<file path="config.mk">
export PLATFORM = sky130hd
export DESIGN_NAME = color_expand
export DESIGN_NICKNAME = d
export VERILOG_FILES = /design/src/hdl/vga_pkg.sv /design/src/hdl/color_expand.sv
export SDC_FILE = /design/constraint.sdc
export NUM_CORES = 1
export LEC_CHECK = 0
export ABC_CLOCK_PERIOD_IN_PS = 900
export BUFFER_PORTS_ARGS = -buffer_cell sky130_fd_sc_hd__buf_2
export CAP_MARGIN = 20
export CORE_MARGIN = 8
export CORE_UTILIZATION = 33
export CTS_CLUSTER_SIZE = 20
export DETAILED_ROUTE_END_ITERATION = 8
export PLACE_DENSITY_LB_ADDON = 0.12
export SYNTH_ARGS = -nofsm -noshare
export SYNTH_HDL_FRONTEND = slang
export SYNTH_SLANG_ARGS = --single-unit
</file>
<file path="constraint.sdc">
create_clock -name pclk -period 0.9 [get_ports pclk]
set_input_delay 0.045 -clock pclk [delete_from_list [all_inputs] [get_ports pclk]]
set_output_delay 0.045 -clock pclk [all_outputs]
set_load 0.02 [all_outputs]
</file>
<file path="src/hdl/vga_pkg.sv">
/*
  Shared definitions for the 160x100 framebuffer video block.
  Holds the 640x400 mode timing, the framebuffer geometry and the
  width types used on the ports between the display modules.
*/

`default_nettype none

package vga_pkg;

	// raster column and line counters
	typedef logic [9:0] hpos_t;
	typedef logic [9:0] vpos_t;

	// framebuffer byte address
	typedef logic [13:0] vaddr_t;

	// stored pixel, rgb 3-3-2
	typedef logic [7:0] pixel_t;

	// one output colour channel
	typedef logic [5:0] chan_t;

	// horizontal timing in pclk cycles
	localparam int H_VIS = 640;
	localparam int H_FP = 16;
	localparam int H_SYNC = 96;
	localparam int H_BP = 48;
	localparam int H_TOTAL = H_VIS + H_FP + H_SYNC + H_BP;

	// vertical timing in lines
	localparam int V_VIS = 400;
	localparam int V_FP = 12;
	localparam int V_SYNC = 2;
	localparam int V_BP = 35;
	localparam int V_TOTAL = V_VIS + V_FP + V_SYNC + V_BP;

	// framebuffer geometry, stored pixels
	localparam int FB_W = 160;
	localparam int FB_H = 100;
	localparam int FB_DEPTH = FB_W * FB_H;

	// each stored pixel covers a 4x4 screen block
	localparam int SCALE_LOG2 = 2;

endpackage

`default_nettype wire

</file>
<file path="src/hdl/color_expand.sv">
/*
  Output colour stage. Delays the raw syncs to line up with the
  fetched pixel, expands rgb 3-3-2 to 6 bits per channel and halves
  odd display lines when scanlines is set.
*/

`timescale 1ns/1ns
`default_nettype none

module color_expand (
	input wire pclk,
	input wire rst,
	input wire scanlines,
	input vga_pkg::vpos_t v_cnt,
	input wire hs_raw,
	input wire vs_raw,
	input vga_pkg::pixel_t pixel,
	output logic hs,
	output logic vs,
	output vga_pkg::chan_t r,
	output vga_pkg::chan_t g,
	output vga_pkg::chan_t b
);

	// line parity, delayed like the pixel
	logic line_odd;
	logic dim;

	// full brightness channels
	vga_pkg::chan_t r_full;
	vga_pkg::chan_t g_full;
	vga_pkg::chan_t b_full;

	// msbs of each field, padded with zeros
	assign r_full = {pixel[7:5], 3'b000};
	assign g_full = {pixel[4:2], 3'b000};
	assign b_full = {pixel[1:0], 4'b0000};

	assign dim = scanlines && line_odd;

	always_ff @(posedge pclk) begin
		if (rst) begin
			line_odd <= 1'b0;
			hs <= 1'b1;
			vs <= 1'b0;
			r <= '0;
			g <= '0;
			b <= '0;
		end else begin
			line_odd <= v_cnt[0];
			// one clock to match the fetch
			hs <= hs_raw;
			vs <= vs_raw;
			// half brightness on odd lines
			r <= dim ? (r_full >> 1) : r_full;
			g <= dim ? (g_full >> 1) : g_full;
			b <= dim ? (b_full >> 1) : b_full;
		end
	end

endmodule

`default_nettype wire

</file>
==> results of run 1 <==
-- layout by cell type, fill, tap and decap left out --
cell | netlist | final
conb_1 | 1 | 7
a21bo_2 | 1 | 1
or2_2 | 1 | 1
nand3_1 | 1 | 1
dfxtp_1 | 14 | 13
and2_1 | 3 | 3
buf_4 | 7 | 1
mux2i_1 | 2 | 2
nor2b_1 | 2 | 2
dlygate4sd3_1 | 0 | 6
nand4b_1 | 2 | 2
clkbuf_4 | 0 | 3
buf_2 | 0 | 26
nand2_2 | 1 | 1
a21oi_1 | 2 | 2
o21ai_1 | 2 | 2
nand2b_1 | 4 | 4
dfxtp_2 | 0 | 1
and2_4 | 1 | 1
nor3b_2 | 3 | 3
-- logic make-up (layout without fill, tap and decap cells) --
group	after synthesis	in the layout	synth area share, %
and+or+nand+nor	18	18	25.7
DFF	14	14	52.3
buffers and inverters	8	36	11.9
AOI/OAI and AO/OA	5	5	5.61
muxes	2	2	3.74
other	1	7	0.700
-- synthesized netlist by cell type, types with 2 or more instances --
master,number,share of area (%)
o21ai_1,2,1.9
nor3b_2,3,7.0
buf_4,7,9.8
dfxtp_1,14,52
nand2b_1,4,4.7
a21oi_1,2,1.9
mux2i_1,2,3.7
nor2b_1,2,2.3
nand4b_1,2,3.3
and2_1,3,3.5
-- state kept, by name, summed over array words and instances, names as in the netlist --
signal	cells
b	3
vs	1
g	4
line_odd	1
r	4
hs	1
-- routing by layer --
| layer | wire, um | share of wire (%) |
|---|---|---|
| met1 | 479 | 44 |
| met2 | 501 | 46 |
| met3 | 74 | 6.8 |
| met4 | 27 | 2.5 |
| met5 | 0 | 0 |
-- worst register-to-register path: stages, from the launching register on --
cell and delay [ns]:
dfxtp_2 0.38, and2_4 0.17, mux2i_1 0.17
-- metrics by stage --
stage	util (%)	total power (W)	hold WS, ns	instance area, sq um	instances
after floorplan	-	0.000816	0.149	558	54
after global placement	43.3	0.000861	0.228	652	89
after detailed placement	43.3	0.000861	0.229	652	89
after CTS	48.8	0.00122	0.0143	734	98
after global routing	48.8	0.00126	0.0216	736	98
final	48.8	0.00119	0.0244	736	98
-- power groups by stage --
stage,sequential [W],combinational [W],clock (W)
floorplan,0.000715,0.000101,0
CTS,0.000660,0.000207,0.000349
global route,0.000663,0.000224,0.000372
finish,0.000660,0.000205,0.000324
global placement,0.000674,0.000187,0
detailed placement,0.000674,0.000187,0
-- repair_timing --
action	in CTS	in global routing
gates resized for setup	0	1
hold endpoints to repair	6	0
endpoints found under the setup margin	0	1
hold buffers	6	0
-- path summary, 6_finish.rpt --
path / from / end / slack (ns) / cells past startpoint
min reg2reg: line_odd / b[4] / 0.51 / 2
max reg2reg: line_odd / r[3] / 0.12 / 2
min: pixel[0] / b[3] / 0.02 / 2
max: hs_raw / hs / 0.12 / 3
-- cell type report --
cell class                 instances  area (sq um)
clock buffer                       3          22.5
fill                             147           771
multi-input combinational         32           214
sequential                        14           282
tap                               16          20.0
timing repair buffer              33           198
==> metrics.yaml, run 1 <==
critical_path:
  crit_family: "buffers and inverters"
  critPathCaptureType: "register"
  crit_path_cell_trace: "dlygate4sd3_1 > buf_2 > or2_2"
  critPathLaunchType: "primary input"
  crit_type: "primary input to register"
  critPathMaxFanout: 1
  crit_slowest_cell: "dlygate4sd3_1"
  cp_num_buf_inv: 2
  required_ns: 1.06
  max_stage_delay_ns: 0.53
  arrival_ns: 0.94
timing:
  period_share_pct: 86.9
  hold_viol_final: 0
  setup-tns-final_ns: 0
  max_freq_ghz: 1.28
  setup_ws_ns: 0.117
  period_needed_ns: 0.783
  rsz0062_at_grt: "no"
  setup_viol: 0
  slew_violations: 0
  skew_ns: 0.000313
global_route:
  grt_overflow: 0
  grt_pass1_vias: 427
  grt_pass1_wl_mm: 1.75
  met2_usage_pct: 10.9
  grt_max_degree: 15
  antenna_found_initial: 0
  grtUsageMet1_pct: 6.54
  grt-busiest-layer: "met2"
  globalRouteTotalUtil_pct: 6.95
  grt_util_met3_pct: 2.02
route:
  first_pass_iters: 2
  vias: 409
  drc: 0
  ant_nets: 0
  routed_wl_mm: 1.08
  wl_per_cell_um: 11.0
  vias_per_cell: 4.17
  drt_iter0_drc: 3
pwr:
  clkPwrFrac_pct: 27.3
  p_seq_share_pct: 55.5
  power_frac_comb_pct: 17.2
  intPower_w: 0.000894
  power_density_nw_per_um2: 1620
  swShare_pct: 24.8
  p_leak_nw: 0.361
  switching_power_w: 0.000294
  irDropWorstVdd_v: 0.000548
layout:
  area_delta_synth_final_pct: 37.4
  diodes: 0
  layout.nets: 107
  drive_gt1_share_pct: 46.3
synthesis:
  syn_inst: 48
  synth_flop_cell: "dfxtp_1"
  yosysSeqAreaShare_pct: 52.3
  synthArstFlopShare_pct: 0
  synth_edf_count: 0
  ys_types: 17
  syn_area_sq_um: 536
  yosys_warnings: 0
  synth-seq-cells: 14
  syn_avg_cell_area_sq_um: 11.2
min_path:
  hold_path_class: "primary input to register"
clocking:
  clock_sinks: 14
  cts_tree: "built"
  cts_buffer_depth: 2
  clk_latency_ns: 0.26
  cts-htree-levels: 1
  clockRootBuffer: "clkbuf_4"
  post_cts_buffers: 0
  clk_pin_slew_ns: 0.07
  cts_buffers: 3
place:
  port_buffers: 26
  gp_congestion: 0.633
  pre_cts_slack_ns: 0.0667
floorplan:
  die-area_sq_um: 3170
  die_h_um: 56.3
  die_x_um: 56.3
  rows: 14
  core_sq_um: 1510
  ios: 43
  initial_core_util_pct: 35.5
run_status:
  status: "finished, final reports clean"
job:
  drv_cap: 0
(Power assumes the default switching activity.)
==> run 2: changes to the inputs <==
MAX_ROUTING_LAYER = met4   (was not set)
==> run 2 against run 1 <==
Net effect: power unchanged; setup slack unchanged; combinational power about the same; cell area unchanged; sequential power about the same; sequential share of layout area unchanged.
==> metrics.yaml, run 2 (synthesis gave the netlist of run 1 again) <==
global_route:
  grt_max_degree: 15
  globalRouteTotalUtil_pct: 7.13
  grt_pass1_wl_mm: 1.75
  grt_pass1_vias: 427
  grt_overflow: 0
  antenna_found_initial: 0
timing:
  max_freq_ghz: 1.28
  setup_viol: 0
  period_share_pct: 86.9
  slew_violations: 0
  setup-tns-final_ns: 0
  hold_viol_final: 0
  skew_ns: 0.000313
  rsz0062_at_grt: "no"
  period_needed_ns: 0.783
layout:
  area_delta_synth_final_pct: 37.4
  layout_common_cells: "26 x buf_2, 13 x dfxtp_1, 7 x conb_1"
  reg_top3: "g (4), r (4), b (3)"
  layout.nets: 107
  instances_no_fill: 98
  drive_gt1_share_pct: 46.3
  final_common_cell: "buf_2"
  fillCellCount: 147
  diodes: 0
floorplan:
  die_h_um: 56.3
  initial_core_util_pct: 35.5
  core_sq_um: 1510
  rows: 14
  die_x_um: 56.3
  ios: 43
  die-area_sq_um: 3170
clocking:
  clock_sinks: 14
  clockRootBuffer: "clkbuf_4"
  cts_buffer_depth: 2
  cts-htree-levels: 1
  cts_buffers: 3
  cts_tree: "built"
  clk_pin_slew_ns: 0.07
  clk_latency_ns: 0.26
  post_cts_buffers: 0
min_path:
  hp-start: "pixel[0]"
  hold_path_class: "primary input to register"
route:
  ant_nets: 0
  first_pass_iters: 2
  wl_per_cell_um: 11.0
  vias_per_cell: 4.17
  drt_iter0_drc: 3
  vias: 409
  routed_wl_mm: 1.08
  drc: 0
critical_path:
  required_ns: 1.06
  critPathMaxFanout: 1
  crit_type: "primary input to register"
  critPathCaptureType: "register"
  critPathLaunch: "hs_raw"
  worstReg2RegStart: "line_odd"
  critPathLaunchType: "primary input"
  arrival_ns: 0.94
run_status:
  status: "finished, final reports clean"
place:
  port_buffers: 26
  place_inst: 89
  gp_congestion: 0.638
pwr:
  p_leak_nw: 0.361
  power_density_nw_per_um2: 1620
  irDropWorstVdd_v: 0.000548
job:
  drv_cap: 0
[run 2: layout make-up]
type | instances | area (sq um) | area share, %
multi-input cells | 32 | 214 | 29.1
repair buffers | 33 | 198 | 26.9
well taps | 16 | 20.0 | 2.72
flip-flops and latches | 14 | 282 | 38.3
clock buffers | 3 | 22.5 | 3.06
[run 2: worst max-delay path, cell delays in order]
cell and delay, ns:
dlygate4sd3_1 0.53, buf_2 0.11, or2_2 0.25
[run 2: metrics by stage]
| step | total power, W | hold WS, ns | worst slack [ns] | util, % | instance area (sq um) |
|---|---|---|---|---|---|
| 4_1_cts | 0.00122 | 0.0143 | 0.0356 | 48.8 | 734 |
| 5_1_grt | 0.00126 | 0.0216 | 0.0511 | 48.8 | 736 |
| 3_3_place_gp | 0.000861 | 0.228 | 0.0581 | 43.3 | 652 |
| 3_5_place_dp | 0.000861 | 0.229 | 0.0667 | 43.3 | 652 |
| 2_1_floorplan | 0.000816 | 0.149 | 0.102 | - | 558 |
| 6_report | 0.00119 | 0.0244 | 0.117 | 48.8 | 736 |
[run 2: timing repair]
action	in CTS	in global routing
hold buffers	6	0
setup endpoints to repair	0	1
gates resized for setup	0	1
endpoints found under the hold margin	6	0
[run 2: metal layers]
layer	vias up	global-route usage, %	wire, um
li1	212	-	-
met1	176	6.79	494
met2	19	10.9	501
met3	2	1.57	59
met4	0	8.25	27
met5	-	-	0
[run 2: path summary, 6_finish.rpt]
path	end	slack (ns)	cells past startpoint
max	hs	0.12	3
min	b[3]	0.02	2
max reg2reg	r[3]	0.12	2
min reg2reg	b[4]	0.51	2
[run 2: where the power goes]
group          internal, W  leakage (nW)  total (W)  switching, W
combinational    0.0000887         0.231   0.000205      0.000116
sequential        0.000651         0.116   0.000660    0.00000862
clock             0.000155        0.0138   0.000324      0.000170
==> run 3: changes to the inputs <==
--- a/config.mk
+++ b/config.mk
@@ -6,9 +6,10 @@
 export NUM_CORES = 1
 export LEC_CHECK = 0
+export ABC_AREA = 1
 export ABC_CLOCK_PERIOD_IN_PS = 900
 export BUFFER_PORTS_ARGS = -buffer_cell sky130_fd_sc_hd__buf_2
 export CAP_MARGIN = 20
 export CORE_MARGIN = 8
-export CORE_UTILIZATION = 33
+export CORE_UTILIZATION = 32
 export CTS_CLUSTER_SIZE = 20
 export DETAILED_ROUTE_END_ITERATION = 8
==> constraint.sdc (replaced) <==
create_clock -name pclk -period 0.9 [get_ports pclk]
set_input_delay 0 -clock pclk [delete_from_list [all_inputs] [get_ports pclk]]
set_output_delay 0 -clock pclk [all_outputs]
set_load 0.02 [all_outputs]
==> run 3 against run 2 <==
Net effect: non-clock buffer count up 6; sequential cell count is the same; utilization up 2.4 points; sequential power hardly changed; sequential share of layout area shrank 2.0 points; synthesized cell count grew 23%.
==> metrics.yaml, run 3 <==
route:
  drc: 0
  ant_nets: 0
  vias: 472
  routed_wl_mm: 1.24
  first_pass_iters: 6
  drt_iter0_drc: 11
  vias_per_cell: 4.10
  wl_per_cell_um: 10.8
clocking:
  post_cts_buffers: 0
  clk_pin_slew_ns: 0.07
  clock_sinks: 14
  cts_buffers: 3
  clockRootBuffer: "clkbuf_4"
  clk_latency_ns: 0.27
  cts-htree-levels: 1
  cts_buffer_depth: 2
  cts_tree: "built"
timing:
  hold_viol_final: 0
  skew_ns: 0.00137
  slew_violations: 0
  setup-tns-final_ns: 0
  setup_viol: 0
  whs_ns: 0.0444
  max_freq_ghz: 1.21
  rsz0062_at_grt: "no"
  period_share_pct: 91.9
  period_needed_ns: 0.827
place:
  gp_congestion: 0.661
  place_inst: 100
  hpwl_um: 894
  port_buffers: 26
synthesis:
  synth_top_family_by_area: "simple AND/OR/NAND/NOR gates"
  synth_edf_count: 0
  synth_flop_cell: "dfxtp_1"
  syn_area_sq_um: 513
  synth_top_cell_area_share_pct: 54.6
  synth_xor_area_share_pct: 0
  synth_compound_area_share_pct: 0
  synthMuxAreaShare_pct: 0
  syn_avg_cell_area_sq_um: 8.69
  ys_types: 12
  yosys-top-cells-area: "dfxtp_1 55%, buf_4 10%, nand4_1 6.1%"
  yosysTopAreaCell: "dfxtp_1"
  synth-seq-cells: 14
  yosys.area_share.simple_pct: 25.1
  yosysSeqAreaShare_pct: 54.6
  yosysMostFrequentCell: "dfxtp_1"
  synth_common_cells: "14 x dfxtp_1, 8 x inv_1, 8 x nor2_1"
  synthArstFlopShare_pct: 0
  yosys_warnings: 0
  syn_inst: 59
  synth-adder-area-share_pct: 0
critical_path:
  critPathLaunchType: "primary input"
  arrival_ns: 0.99
  critPathCaptureType: "register"
  r2r_cells: 3
  crit_type: "primary input to register"
  required_ns: 1.06
  critPathMaxFanout: 4
pwr:
  intPower_w: 0.000901
  irDropWorstVdd_v: 0.000551
  power_frac_comb_pct: 18.4
  switching_power_w: 0.000322
  swShare_pct: 26.3
  p_seq_share_pct: 53.9
  clkPwrFrac_pct: 27.7
  power_density_nw_per_um2: 1580
  p_leak_nw: 0.434
floorplan:
  ios: 43
  initial_core_util_pct: 34.1
  die_h_um: 56.0
  core_sq_um: 1510
  rows: 14
  die-area_sq_um: 3140
  die_x_um: 56.0
layout:
  reg_top3: "g (4), r (4), b (3)"
  final_common_cell: "buf_2"
  layout.nets: 124
  area_delta_synth_final_pct: 50.5
  layout_common_cells: "26 x buf_2, 14 x dfxtp_1, 12 x dlygate4sd3_1"
  finish.utilization_pct: 51.2
  regArea_sq_um: 280
  multiInputGateArea_sq_um: 155
  fillCellCount: 146
  instances_no_fill: 115
  drive_gt1_share_pct: 34.3
  diodes: 0
global_route:
  globalRouteTotalUtil_pct: 8.33
  grt_overflow: 0
  antenna_found_initial: 0
  grt_max_degree: 13
  grt_pass1_vias: 501
  grt_pass1_wl_mm: 2.09
min_path:
  hold_path_class: "primary input to register"
  hold_depth: 3
job:
  drv_cap: 0
run_status:
  status: "finished, final reports clean"
[run 3: power by group through the flow]
stage          Combinational (W)  Sequential (W)  Clock [W]
2_1_floorplan          0.0000941        0.000715          0
3_3_place_gp            0.000183        0.000673          0
3_5_place_dp            0.000183        0.000674          0
4_1_cts                 0.000224        0.000660   0.000363
5_1_grt                 0.000247        0.000663   0.000388
6_report                0.000225        0.000659   0.000339
[run 3: metrics by stage]
stage	power (W)	setup slack (ns)	instance area, sq um
floorplan	0.000809	0.156	536
global placement	0.000856	0.151	627
detailed placement	0.000857	0.143	627
CTS	0.00125	0.0403	769
global route	0.00130	0.0221	772
finish	0.00122	0.0730	772
[run 3: routing by layer]
| metal | routed length, um | GRT usage [%] | vias up |
|---|---|---|---|
| met1 | 502 | 8.24 | 195 |
| met4 | 37 | 7.22 | 0 |
| li1 | - | - | 249 |
| met2 | 620 | 13.5 | 24 |
| met3 | 79 | 1.83 | 4 |
| met5 | 0 | - | - |
[run 3: what timing repair did]
item,in CTS,in global routing
hold endpoints to repair,14,0
hold buffers,12,0
gates resized for setup,0,1
endpoints found under the setup margin,0,4
[run 3: area by class of cell]
class | count | share of cell area, %
flip-flops and latches | 14 | 36.3
repair buffers | 39 | 33.4
multi-input cells | 34 | 20.1
inverters | 9 | 4.70
clock buffers | 3 | 2.92
well taps | 16 | 2.59
[run 3: worst max-delay path, cell delays in order]
cell and delay (ns):
dlygate4sd3_1 0.55, buf_2 0.16, or2_2 0.29
[run 3: kinds of logic (layout without fill, tap and decap cells)]
kind of cell	Yosys count	in the layout
other	1	7
DFF	14	14
and+or+nand+nor	27	27
buffers and inverters	17	51
[run 3: path summary, 6_finish.rpt]
check | from | end | slack (ns)
hold / removal | scanlines | r[3] | 0.04
setup / recovery | rst | hs | 0.07
hold reg to reg | line_odd | r[3] | 0.52
setup reg to reg | line_odd | r[4] | 0.13
