**src/hdl/vga_pkg.sv**
```systemverilog
/*
  Shared definitions for the 160x100 framebuffer video block.
  Holds the 640x400 mode timing, the framebuffer geometry and the
  width types used on the ports between the display modules.
*/

`default_nettype none

package vga_pkg;

	// raster column and line counters
	typedef logic [9:0] hpos_t;
	typedef logic [9:0] vpos_t;

	// framebuffer byte address
	typedef logic [13:0] vaddr_t;

	// stored pixel, rgb 3-3-2
	typedef logic [7:0] pixel_t;

	// one output colour channel
	typedef logic [5:0] chan_t;

	// horizontal timing in pclk cycles
	localparam int H_VIS = 640;
	localparam int H_FP = 16;
	localparam int H_SYNC = 96;
	localparam int H_BP = 48;
	localparam int H_TOTAL = H_VIS + H_FP + H_SYNC + H_BP;

	// vertical timing in lines
	localparam int V_VIS = 400;
	localparam int V_FP = 12;
	localparam int V_SYNC = 2;
	localparam int V_BP = 35;
	localparam int V_TOTAL = V_VIS + V_FP + V_SYNC + V_BP;

	// framebuffer geometry, stored pixels
	localparam int FB_W = 160;
	localparam int FB_H = 100;
	localparam int FB_DEPTH = FB_W * FB_H;

	// each stored pixel covers a 4x4 screen block
	localparam int SCALE_LOG2 = 2;

endpackage

`default_nettype wire

```
**src/hdl/vga_timing.sv**
```systemverilog
/*
  Raster timing generator for the 640x400 mode at about 70 Hz.
  Counts columns and lines from the start of the visible area and
  registers the raw sync levels. Hsync is active low, vsync high.
*/

`timescale 1ns/1ns
`default_nettype none

module vga_timing (
	input wire pclk,
	input wire rst,
	output vga_pkg::hpos_t h_cnt,
	output vga_pkg::vpos_t v_cnt,
	output logic hs_raw,
	output logic vs_raw
);

	// boundary markers on the column counter
	logic h_last;
	logic hsync_start;
	logic hsync_end;

	// boundary markers on the line counter
	logic v_last;
	logic vsync_start;
	logic vsync_end;

	assign h_last = (h_cnt == vga_pkg::hpos_t'(vga_pkg::H_TOTAL - 1));
	assign hsync_start = (h_cnt == vga_pkg::hpos_t'(vga_pkg::H_VIS + vga_pkg::H_FP));
	assign hsync_end = (h_cnt ==
		vga_pkg::hpos_t'(vga_pkg::H_VIS + vga_pkg::H_FP + vga_pkg::H_SYNC));

	assign v_last = (v_cnt == vga_pkg::vpos_t'(vga_pkg::V_TOTAL - 1));
	assign vsync_start = (v_cnt == vga_pkg::vpos_t'(vga_pkg::V_VIS + vga_pkg::V_FP));
	assign vsync_end = (v_cnt ==
		vga_pkg::vpos_t'(vga_pkg::V_VIS + vga_pkg::V_FP + vga_pkg::V_SYNC));

	// column counter, free running
	always_ff @(posedge pclk) begin
		if (rst) begin
			h_cnt <= '0;
		end else if (h_last) begin
			h_cnt <= '0;
		end else begin
			h_cnt <= h_cnt + 1'b1;
		end
	end

	// hsync low from the end of the front porch
	always_ff @(posedge pclk) begin
		if (rst) begin
			hs_raw <= 1'b1;
		end else if (hsync_start) begin
			hs_raw <= 1'b0;
		end else if (hsync_end) begin
			hs_raw <= 1'b1;
		end
	end

	// line counter steps once per line
	// at the start of horizontal sync
	always_ff @(posedge pclk) begin
		if (rst) begin
			v_cnt <= '0;
		end else if (hsync_start) begin
			if (v_last) begin
				v_cnt <= '0;
			end else begin
				v_cnt <= v_cnt + 1'b1;
			end
		end
	end

	// vsync high for two lines
	// edges line up with an hsync fall
	always_ff @(posedge pclk) begin
		if (rst) begin
			vs_raw <= 1'b0;
		end else if (hsync_start) begin
			if (vsync_start) begin
				vs_raw <= 1'b1;
			end else if (vsync_end) begin
				vs_raw <= 1'b0;
			end
		end
	end

endmodule

`default_nettype wire

```
**config.mk**
```make
export PLATFORM = sky130hd
export DESIGN_NAME = vga_timing
export DESIGN_NICKNAME = d
export VERILOG_FILES = /design/src/hdl/vga_pkg.sv /design/src/hdl/vga_timing.sv
export SDC_FILE = /design/constraint.sdc
export NUM_CORES = 1
export LEC_CHECK = 0
export BUFFER_PORTS_ARGS = -buffer_cell sky130_fd_sc_hd__buf_2
export CAP_MARGIN = 20
export CELL_PAD_IN_SITES_DETAIL_PLACEMENT = 0
export CELL_PAD_IN_SITES_GLOBAL_PLACEMENT = 1
export CORE_AREA = 2 2 77 57
export CTS_CLUSTER_DIAMETER = 120
export CTS_CLUSTER_SIZE = 30
export DETAILED_ROUTE_END_ITERATION = 10
export DIE_AREA = 0 0 79 59
export PLACE_DENSITY_LB_ADDON = 0.15
export SKIP_LAST_GASP = 1
export SLEW_MARGIN = 10
export SYNTH_ARGS = -nofsm -noshare
export SYNTH_HDL_FRONTEND = slang
export SYNTH_SLANG_ARGS = --single-unit
```
**constraint.sdc**
```tcl
create_clock -name pclk -period 1.7 [get_ports pclk]
set_input_delay 0 -clock pclk [delete_from_list [all_inputs] [get_ports pclk]]
set_output_delay 0 -clock pclk [all_outputs]
set_load 0.01 [all_outputs]
```
==> metrics.yaml, run 1 <==
clock_tree:
  cts_made_buffers: 3
  clk_latency_ns: 0.26
  ctsHtreeMaxLevel: 1
  clkSinkCount: 22
  cts_root_buf: "clkbuf_8"
  cts_tree: "built"
  cts_hold_buf: 0
  clkTransAtPathRegs_ns: 0.08
  cts_buffer_depth: 2
die:
  core_area_sq_um: 3850
  dieArea_sq_um: 4660
  die_h_um: 59
  num_rows: 19
  io-pin-count: 24
  die_x_um: 79
  start_util_pct: 28.4
sta:
  fin_crit_sh_pct: 93.0
  hold_viol: 0
  slew_viol_final: 0
  finalSetupViolations: 0
  finalCriticalPeriod_ns: 1.58
  holdWs_ns: 0.0262
  rsz0062_at_grt: "false"
  skew_ns: 0.00224
  fmax_mhz: 633
  worst_slack_ns: 0.119
  setup_tns_ns: 0
  worstMarginPinSlew_ns: 0.528
  slew_headroom_pct: 64.5
critical_path:
  startpoint: "h_cnt[2]"
  cpPeakStageDelay_ns: 0.40
  path_depth: 5
  critPathMaxFanout: 6
  crit_type: "flip-flop to flip-flop"
  critPathLaunchType: "flip-flop"
  critPathTopFamily: "simple AND/OR/NAND/NOR gates"
  r2r-end: "v_cnt[9]"
  cp.required_ns: 1.90
  rr_worst_depth: 5
  r2r_slack_ns: 0.12
  arrival_ns: 1.78
  crit_path_top_delay_cell: "or3_1"
  r2r_start: "h_cnt[2]"
  setup.worst_path.end: "v_cnt[9]"
  worstPathCellList: "nor4b_4 -> buf_4 -> nand4_2 -> or3_1 -> a21oi_2"
  crit_path_end_kind: "flip-flop"
  cp_num_buf_inv: 1
routing:
  dr_total_vias: 968
  vias_per_cell: 4.77
  routed_wl_mm: 2.61
  drtPass1Iterations: 4
  ant_nets: 0
  drc_errors: 0
  drt_iter0_drc: 26
  wl_per_cell_um: 12.8
synth:
  synth_cell_types: 31
  synth.cell_area_sq_um: 1090
  synth_seq_area_share_pct: 40.3
  synthFlopType: "dfxtp_1"
  postSynthCellCount: 121
  ys_warn_count: 0
  synth_edf_count: 0
  synthArstFlopShare_pct: 0
  synth_nets: 128
  synth_seq_cells: 22
  synth.avg_cell_area_sq_um: 9.04
placement:
  place_congestion: 0.737
  placed_cells: 199
  dpl.hpwl_mm: 2.05
  dp_slack_ns: 0.0456
  numPortBuffers: 23
global_route:
  busiest_layer: "met1"
  grt_use_total_pct: 12.3
  grt_use_met1_pct: 18.3
  grtUsageMet3_pct: 3.96
  grt_util_met2_pct: 17.6
  grt_pass1_vias: 889
  overflow: 0
  grt_pass1_wl_mm: 4.38
  antenna_found_initial: 0
  grt_max_degree: 12
pwr:
  powerDensity_nw_per_um2: 663
  pwr-share-seq_pct: 59.1
  clockPowerShare_pct: 36.1
  switching_power_w: 0.000200
  vdd_drop_max_uv: 290
  swShare_pct: 22.3
  p_leak_nw: 0.581
  combPwrFrac_pct: 4.8
  power.internal_w: 0.000696
finish:
  nets: 160
  fin_util_pct: 35.1
  nFillCells: 431
  final_cells: 203
  antennaDiodeCount: 0
  drive_above_1_share_pct: 26.5
  area_delta_synth_final_pct: 23.6
hold_path:
  hold_class: "primary input to flip-flop"
run:
  drv_cap: 0
run_status:
  status: "finished, final reports clean"
[area by class of cell]
class                   instances  area, sq um  area share (%)
multi-input cells              90          618            45.7
repair buffers                 29          160            11.9
clock buffers                   3         41.3            3.06
inverters                       7         26.3            1.94
flip-flops and latches         22          440            32.6
well taps                      52         65.1            4.81
[through the flow]
step	area [sq um]	total power [W]
after detailed placement	1290	0.000585
after floorplan	1090	0.000569
after global placement	1290	0.000583
after global routing	1350	0.000935
after CTS	1330	0.000911
final	1350	0.000896
[worst min-delay path by stage]
stage,startpoint,end,slack [ns],cells past startpoint
after floorplan,rst,vs_raw,0.07,1
after global placement,rst,h_cnt[2],0.30,2
after detailed placement,rst,vs_raw,0.30,2
after CTS,rst,h_cnt[4],0.02,2
after global routing,rst,vs_raw,0.05,2
final,rst,vs_raw,0.03,2
[Yosys cell counts (2+ instances only)]
library cell / instances / area [sq um]
a21oi_1: 7 / 35.0
a41o_1: 2 / 20.0
and2_1: 2 / 12.5
and3_2: 2 / 15.0
and4_1: 2 / 17.5
buf_6: 2 / 22.5
dfxtp_1: 22 / 440
ha_1: 5 / 62.6
inv_1: 7 / 26.3
nand2_1: 6 / 22.5
nand3_1: 5 / 25.0
nand4_1: 7 / 43.8
nor2_1: 14 / 52.6
o21ai_0: 7 / 35.0
or3_1: 7 / 43.8
xnor2_1: 4 / 35.0
xor2_1: 6 / 52.6
[repair_timing]
item | 4_1_cts | 5_1_grt
endpoints found under the setup margin | 0 | 10
setup buffers | 0 | 1
gates resized for setup | 0 | 2
[cells by family after synthesis]
group,count (synthesis),synth area share [%]
AOI/OAI and AO/OA,20,11.1
xor gates and xnor gates,10,8.01
adders and majority gates,5,5.72
buffers and inverters,9,4.46
DFF,22,40.3
muxes,1,0.915
and+or+nand+nor,54,29.5
[registers in the layout, indices dropped and copies added (netlist names)]
| register | flops |
|---|---|
| vs_raw | 1 |
| h_cnt | 10 |
| hs_raw | 1 |
| v_cnt | 10 |
[layout by cell type, fill, tap and decap left out, types with 2 or more instances in the layout]
master    synthesis  routed
clkbuf_8          0       3
a21oi_1           7       7
nand2_1           6       6
buf_2             0      23
dfxtp_1          22      22
xnor2_1           4       4
xor2_1            6       6
buf_4             0       6
nand4_1           7       7
nand3_1           5       5
ha_1              5       5
o21ai_0           7       7
a41o_1            2       2
and4_1            2       2
and2_1            2       2
nor2_1           14      14
inv_1             7       7
and3_2            2       2
or3_1             7       7
[power groups by stage]
stage | Clock [W] | Combinational [W] | Sequential (W)
finish | 0.000323 | 0.0000430 | 0.000530
global route | 0.000355 | 0.0000488 | 0.000532
CTS | 0.000338 | 0.0000428 | 0.000530
detailed placement | 0 | 0.0000426 | 0.000542
global placement | 0 | 0.0000414 | 0.000542
floorplan | 0 | 0.0000258 | 0.000544
[metal layers]
metal  wire length (um)  share of wire [%]
met2               1070                 41
met3                130                5.0
met5                  0                  0
met4                 10               0.38
met1               1400                 54
(Power assumes the default switching activity.)
==> inputs of run 2 (changes only) <==
Clock period 1.7 ns to 1.9 ns, I/O delays scaled along.
==> metrics.yaml, run 2 (synthesis gave the netlist of run 1 again) <==
run_status:
  status: "finished, final reports clean"
pwr:
  pwr-share-seq_pct: 58.7  # -0.4 points
  swShare_pct: 23.0  # +0.71 points
  switching_power_w: 0.000186  # -6.9%
  power.internal_w: 0.000622  # -11%
  p_leak_nw: 0.546  # -6.0%
  clockPowerShare_pct: 36.7  # +0.6 points
  powerDensity_nw_per_um2: 622  # -6.2%
  combPwrFrac_pct: 4.7  # about the same
  vdd_drop_max_uv: 280  # -3.5%
critical_path:
  startpoint: "h_cnt[2]"
  cp.required_ns: 2.05  # +0.15 ns
  r2r-end: "v_cnt[0]"
  critPathLaunchType: "flip-flop"
  critPathMaxFanout: 10  # +4
  cpPeakStageDelay_ns: 0.43  # +0.03 ns
  r2r_start: "h_cnt[2]"
  crit_path_top_delay_cell: "nor4b_4"
  crit_type: "flip-flop to flip-flop"
  arrival_ns: 1.83  # +0.05 ns
  crit_path_end_kind: "flip-flop"
  worstPathCellList: "nor4b_4 -> and3_2 -> a31o_2 -> nor2_1"
  rr_worst_depth: 4  # -1
  r2r_slack_ns: 0.22  # +0.10 ns
  setup.worst_path.end: "v_cnt[0]"
finish:
  area_delta_synth_final_pct: 18.9
  fin_util_pct: 33.8  # -1.3 points
  top_regs: "h_cnt: 10 flops, v_cnt: 10 flops"
  antennaDiodeCount: 0  # unchanged
  final_area_sq_um: 1300  # -3.8%
  drive_above_1_share_pct: 23.3  # -3.2 points
  final_cell_mix: "23 x buf_2, 22 x dfxtp_1, 14 x nor2_1"
  multi_input_area_sq_um: 604  # -2.2%
  nFillCells: 428  # -0.70%
  layout_commonest_cell: "buf_2"
  seqCellArea_sq_um: 440  # unchanged
  nets: 155  # -3.1%
clock_tree:
  clkTransAtPathRegs_ns: 0.08  # about the same
  cts_made_buffers: 3  # unchanged
  cts_resized: 0  # unchanged
  ctsHtreeMaxLevel: 1  # unchanged
  cts_hold_buf: 0  # unchanged
  clk_latency_ns: 0.26  # about the same
  cts_tree: "built"
  cts_buffer_depth: 2  # unchanged
  postCtsSetupRepairBufs: 0  # unchanged
  cts_root_buf: "clkbuf_8"
  clkSinkCount: 22  # unchanged
global_route:
  antenna_found_initial: 0  # unchanged
  grt_pass1_vias: 814  # -8.4%
  grt_pass1_wl_mm: 4.21  # -3.9%
  grt_use_total_pct: 12.0  # -0.35 points
  overflow: 0  # unchanged
  grt_max_degree: 12  # unchanged
routing:
  wl_met3_um: 125  # -3.8%
  wl_per_cell_um: 13.2  # +2.5%
  dr_total_vias: 973  # +0.52%
  top_layer: "met4"
  drtPass1Iterations: 4  # unchanged
  ant_nets: 0  # unchanged
  wl_met2_mm: 1.11  # +4.1%
  drt_iter0_drc: 33  # +27%
  wl_met1_mm: 1.35  # -3.2%
  vias_per_cell: 4.91  # +3.1%
  routed_wl_mm: 2.61  # unchanged
  drc_errors: 0  # unchanged
die:
  core_area_sq_um: 3850  # unchanged
  start_util_pct: 28.4  # unchanged
  io-pin-count: 24  # unchanged
  die_h_um: 59  # unchanged
  die_x_um: 79  # unchanged
  dieArea_sq_um: 4660  # unchanged
  num_rows: 19  # unchanged
sta:
  setup_tns_ns: 0  # unchanged
  slew_viol_final: 0  # unchanged
  fin_crit_sh_pct: 88.4  # -4.5 points
  hold_viol: 0  # unchanged
  worstMarginPinSlew_ns: 0.475  # -0.0533 ns
  finalCriticalPeriod_ns: 1.68  # +0.0997 ns
  slew_headroom_pct: 68.1  # +3.6 points
  finalSetupViolations: 0  # unchanged
  worst_slack_ns: 0.220  # +0.100 ns
  fmax_mhz: 595  # -5.9%
  rsz0062_at_grt: "false"
  skew_ns: 0.00149  # -0.000754 ns
hold_path:
  hold_class: "primary input to flip-flop"
  hold_path.startpoint: "rst"
placement:
  dp_slack_ns: 0.245  # +0.200 ns
  dpl.hpwl_mm: 1.95  # -4.9%
  placed_cell_area_sq_um: 1260  # -2.3%
  numPortBuffers: 23  # unchanged
  place_congestion: 0.719  # -2.4%
run:
  drv_cap: 0  # unchanged
[run 2: cell count changes in the layout (fill, tap and decap cells not counted)]
cell,previous run,this run
buf_4,6,1
nor3b_2,1,0
a31o_2,0,1
nor3b_1,0,1
a31o_4,1,0
[run 2: worst max-delay path, delay by kind of cell, from the launching register on]
kind | cells | cell delay, ns
simple gates | 3 | 0.85
flops | 1 | 0.38
compound gates | 1 | 0.33
[run 2: worst min-delay path by stage]
stage	endpoint	slack, ns	cells past startpoint
global route	h_cnt[2]	0.02	2
finish	h_cnt[6]	0.02	2
CTS	h_cnt[6]	0.008	2
detailed placement	vs_raw	0.29	2
floorplan	vs_raw	0.07	1
global placement	h_cnt[2]	0.30	2
[run 2: area by class of cell]
| class | count | area share, % |
|---|---|---|
| multi-input combinational | 90 | 46.5 |
| clock buffer | 3 | 3.18 |
| sequential | 22 | 33.9 |
| inverter | 7 | 2.02 |
| tap | 52 | 5.00 |
| timing repair buffer | 24 | 9.43 |
[run 2: routing by layer]
| layer | track usage, % | up-vias |
|---|---|---|
| met5 | 0 | - |
| met2 | 16.3 | 16 |
| li1 | - | 481 |
| met4 | 2.71 | 0 |
| met3 | 4.27 | 2 |
| met1 | 17.9 | 474 |
[run 2: stage by stage]
step | hold slack (ns) | total power, W | cells
3_5_place_dp | 0.292 | 0.000523 | 195
4_1_cts | 0.00831 | 0.000821 | 198
3_3_place_gp | 0.304 | 0.000522 | 195
6_report | 0.0211 | 0.000808 | 198
2_1_floorplan | 0.0691 | 0.000509 | 121
5_1_grt | 0.0200 | 0.000846 | 198
[run 2: power by group through the flow]
stage	Combinational, W	Clock (W)	Sequential (W)
floorplan	0.0000231	0	0.000486
global placement	0.0000371	0	0.000485
detailed placement	0.0000376	0	0.000485
CTS	0.0000379	0.000308	0.000474
global route	0.0000427	0.000327	0.000476
finish	0.0000377	0.000296	0.000474
==> inputs of run 3 (changes only) <==
Settings changed: CORE_AREA 2 2 77 57 to 4 4 79 59, DIE_AREA 0 0 79 59 to 0 0 83 63.
==> metrics.yaml, run 3 (synthesis gave the netlist of run 1 again) <==
sta:
  skew_ns: 0.00823  # +0.00675 ns
  finalCriticalPeriod_ns: 1.64  # -0.0388 ns
  worstMarginPinSlew_ns: 0.455  # -0.0190 ns
  fmax_mhz: 609  # +2.4%
  finalSetupViolations: 0  # unchanged
  setup_tns_ns: 0  # unchanged
  rsz0062_at_grt: "false"
  fin_crit_sh_pct: 86.4  # -2.0 points
  slew_headroom_pct: 69.4  # +1.3 points
  holdWs_ns: 0.00886  # -0.0122 ns
  hold_viol: 0  # unchanged
  slew_viol_final: 0  # unchanged
pwr:
  total_power_w: 0.000851  # +5.3%
  p_leak_nw: 0.559  # +2.3%
  vdd_drop_max_uv: 376  # +34%
  switching_power_w: 0.000186  # about the same
  pwr-share-seq_pct: 55.7  # -3.0 points
  power.internal_w: 0.000665  # +6.9%
  powerDensity_nw_per_um2: 644  # +3.6%
  clockPowerShare_pct: 39.9  # +3.2 points
  swShare_pct: 21.8  # -1.2 points
  combPwrFrac_pct: 4.3  # -0.4 points
routing:
  wl_per_cell_um: 13.1  # -0.39%
  vias_per_cell: 4.78  # -2.8%
  drc_errors: 0  # unchanged
  ant_nets: 0  # unchanged
  dr_total_vias: 955  # -1.8%
  wl_met1_mm: 1.41  # +4.2%
  wl_met2_mm: 1.05  # -5.0%
  wl_met3_um: 137  # +9.6%
  top_layer: "met4"
  drtPass1Iterations: 6  # +2
  routed_wl_mm: 2.62  # +0.61%
  drt_iter0_drc: 44  # +33%
finish:
  nets: 156  # +0.65%
  top_regs: "h_cnt: 10 flops, v_cnt: 10 flops"
  antennaDiodeCount: 0  # unchanged
  fin_util_pct: 34.3  # +0.55 points
  layout_commonest_cell: "buf_2"
  area_delta_synth_final_pct: 20.8
  nFillCells: 411  # -4.0%
  drive_above_1_share_pct: 24.3  # +1.0 points
  final_cell_mix: "23 x buf_2, 22 x dfxtp_1, 14 x nor2_1"
  final_cells: 200  # +1.0%
placement:
  placed_cells: 196  # +0.51%
  dpl.hpwl_mm: 2.02  # +3.6%
  numPortBuffers: 23  # unchanged
  place_congestion: 0.722  # +0.36%
clock_tree:
  cts_hold_buf: 0  # unchanged
  postCtsSetupRepairBufs: 0  # unchanged
  cts_buffer_depth: 2  # unchanged
  cts_made_buffers: 3  # unchanged
  clk_latency_ns: 0.26  # about the same
  cts_tree: "built"
  cts_root_buf: "clkbuf_8"
  ctsHtreeMaxLevel: 1  # unchanged
  clkTransAtPathRegs_ns: 0.09  # about the same
  clkSinkCount: 22  # unchanged
  cts_resized: 0  # unchanged
critical_path:
  critPathMaxFanout: 10  # unchanged
  crit_path_end_kind: "flip-flop"
  critPathLaunchType: "flip-flop"
  cp.required_ns: 2.05  # about the same
  arrival_ns: 1.79  # -0.04 ns
  crit_type: "flip-flop to flip-flop"
die:
  dieArea_sq_um: 5230  # +12%
  die_h_um: 63  # +6.8%
  num_rows: 19  # unchanged
  die_x_um: 83  # +5.1%
  io-pin-count: 24  # unchanged
  core_area_sq_um: 3850  # unchanged
  start_util_pct: 28.4  # unchanged
global_route:
  grt_max_degree: 13  # +1
  grt_pass1_vias: 901  # +11%
  grt_use_total_pct: 10.5  # -1.5 points
  grt_pass1_wl_mm: 4.48  # +6.4%
  overflow: 0  # unchanged
  antenna_found_initial: 0  # unchanged
run_status:
  status: "finished, final reports clean"
hold_path:
  hold_class: "primary input to flip-flop"
run:
  drv_cap: 0  # unchanged
[run 3: layer usage]
layer,GRT usage [%],vias to the layer above
met5,0,-
met4,1.84,0
met3,4.22,2
met2,15.4,17
met1,14.7,444
li1,-,492
[run 3: area by class of cell]
type / instances / area, sq um / share of cell area, %
flip-flops and latches: 22 / 440 / 33.3
repair buffers: 25 / 130 / 9.85
well taps: 52 / 65.1 / 4.92
multi-input cells: 90 / 604 / 45.7
clock buffers: 4 / 55.1 / 4.17
inverters: 7 / 26.3 / 1.99
[run 3: critical path, cell delays in order (launching register included)]
cell,delay [ns]
dfxtp_1,0.38
nor4b_4,0.41
and3_2,0.34
a31o_2,0.32
nor2_1,0.08
[run 3: worst paths after layout]
path / end / from / slack [ns] / cells after the start
min: h_cnt[4] / rst / 0.009 / 2
min reg2reg: hs_raw / hs_raw / 0.51 / 2
max reg2reg: v_cnt[0] / h_cnt[2] / 0.26 / 4
max: v_cnt[0] / h_cnt[2] / 0.26 / 4
[run 3: metrics by stage]
step / setup WS [ns] / cell area [sq um]
after global placement: 0.309 / 1270
final: 0.259 / 1320
after CTS: 0.256 / 1320
after global routing: 0.121 / 1320
after detailed placement: 0.264 / 1270
after floorplan: 0.373 / 1090
[run 3: power by group through the flow]
stage	logic [W]	clock network (W)	registers (W)
after CTS	0.0000372	0.000355	0.000474
after detailed placement	0.0000369	0	0.000485
after global routing	0.0000423	0.000367	0.000476
after floorplan	0.0000231	0	0.000486
final	0.0000367	0.000340	0.000474
after global placement	0.0000371	0	0.000485
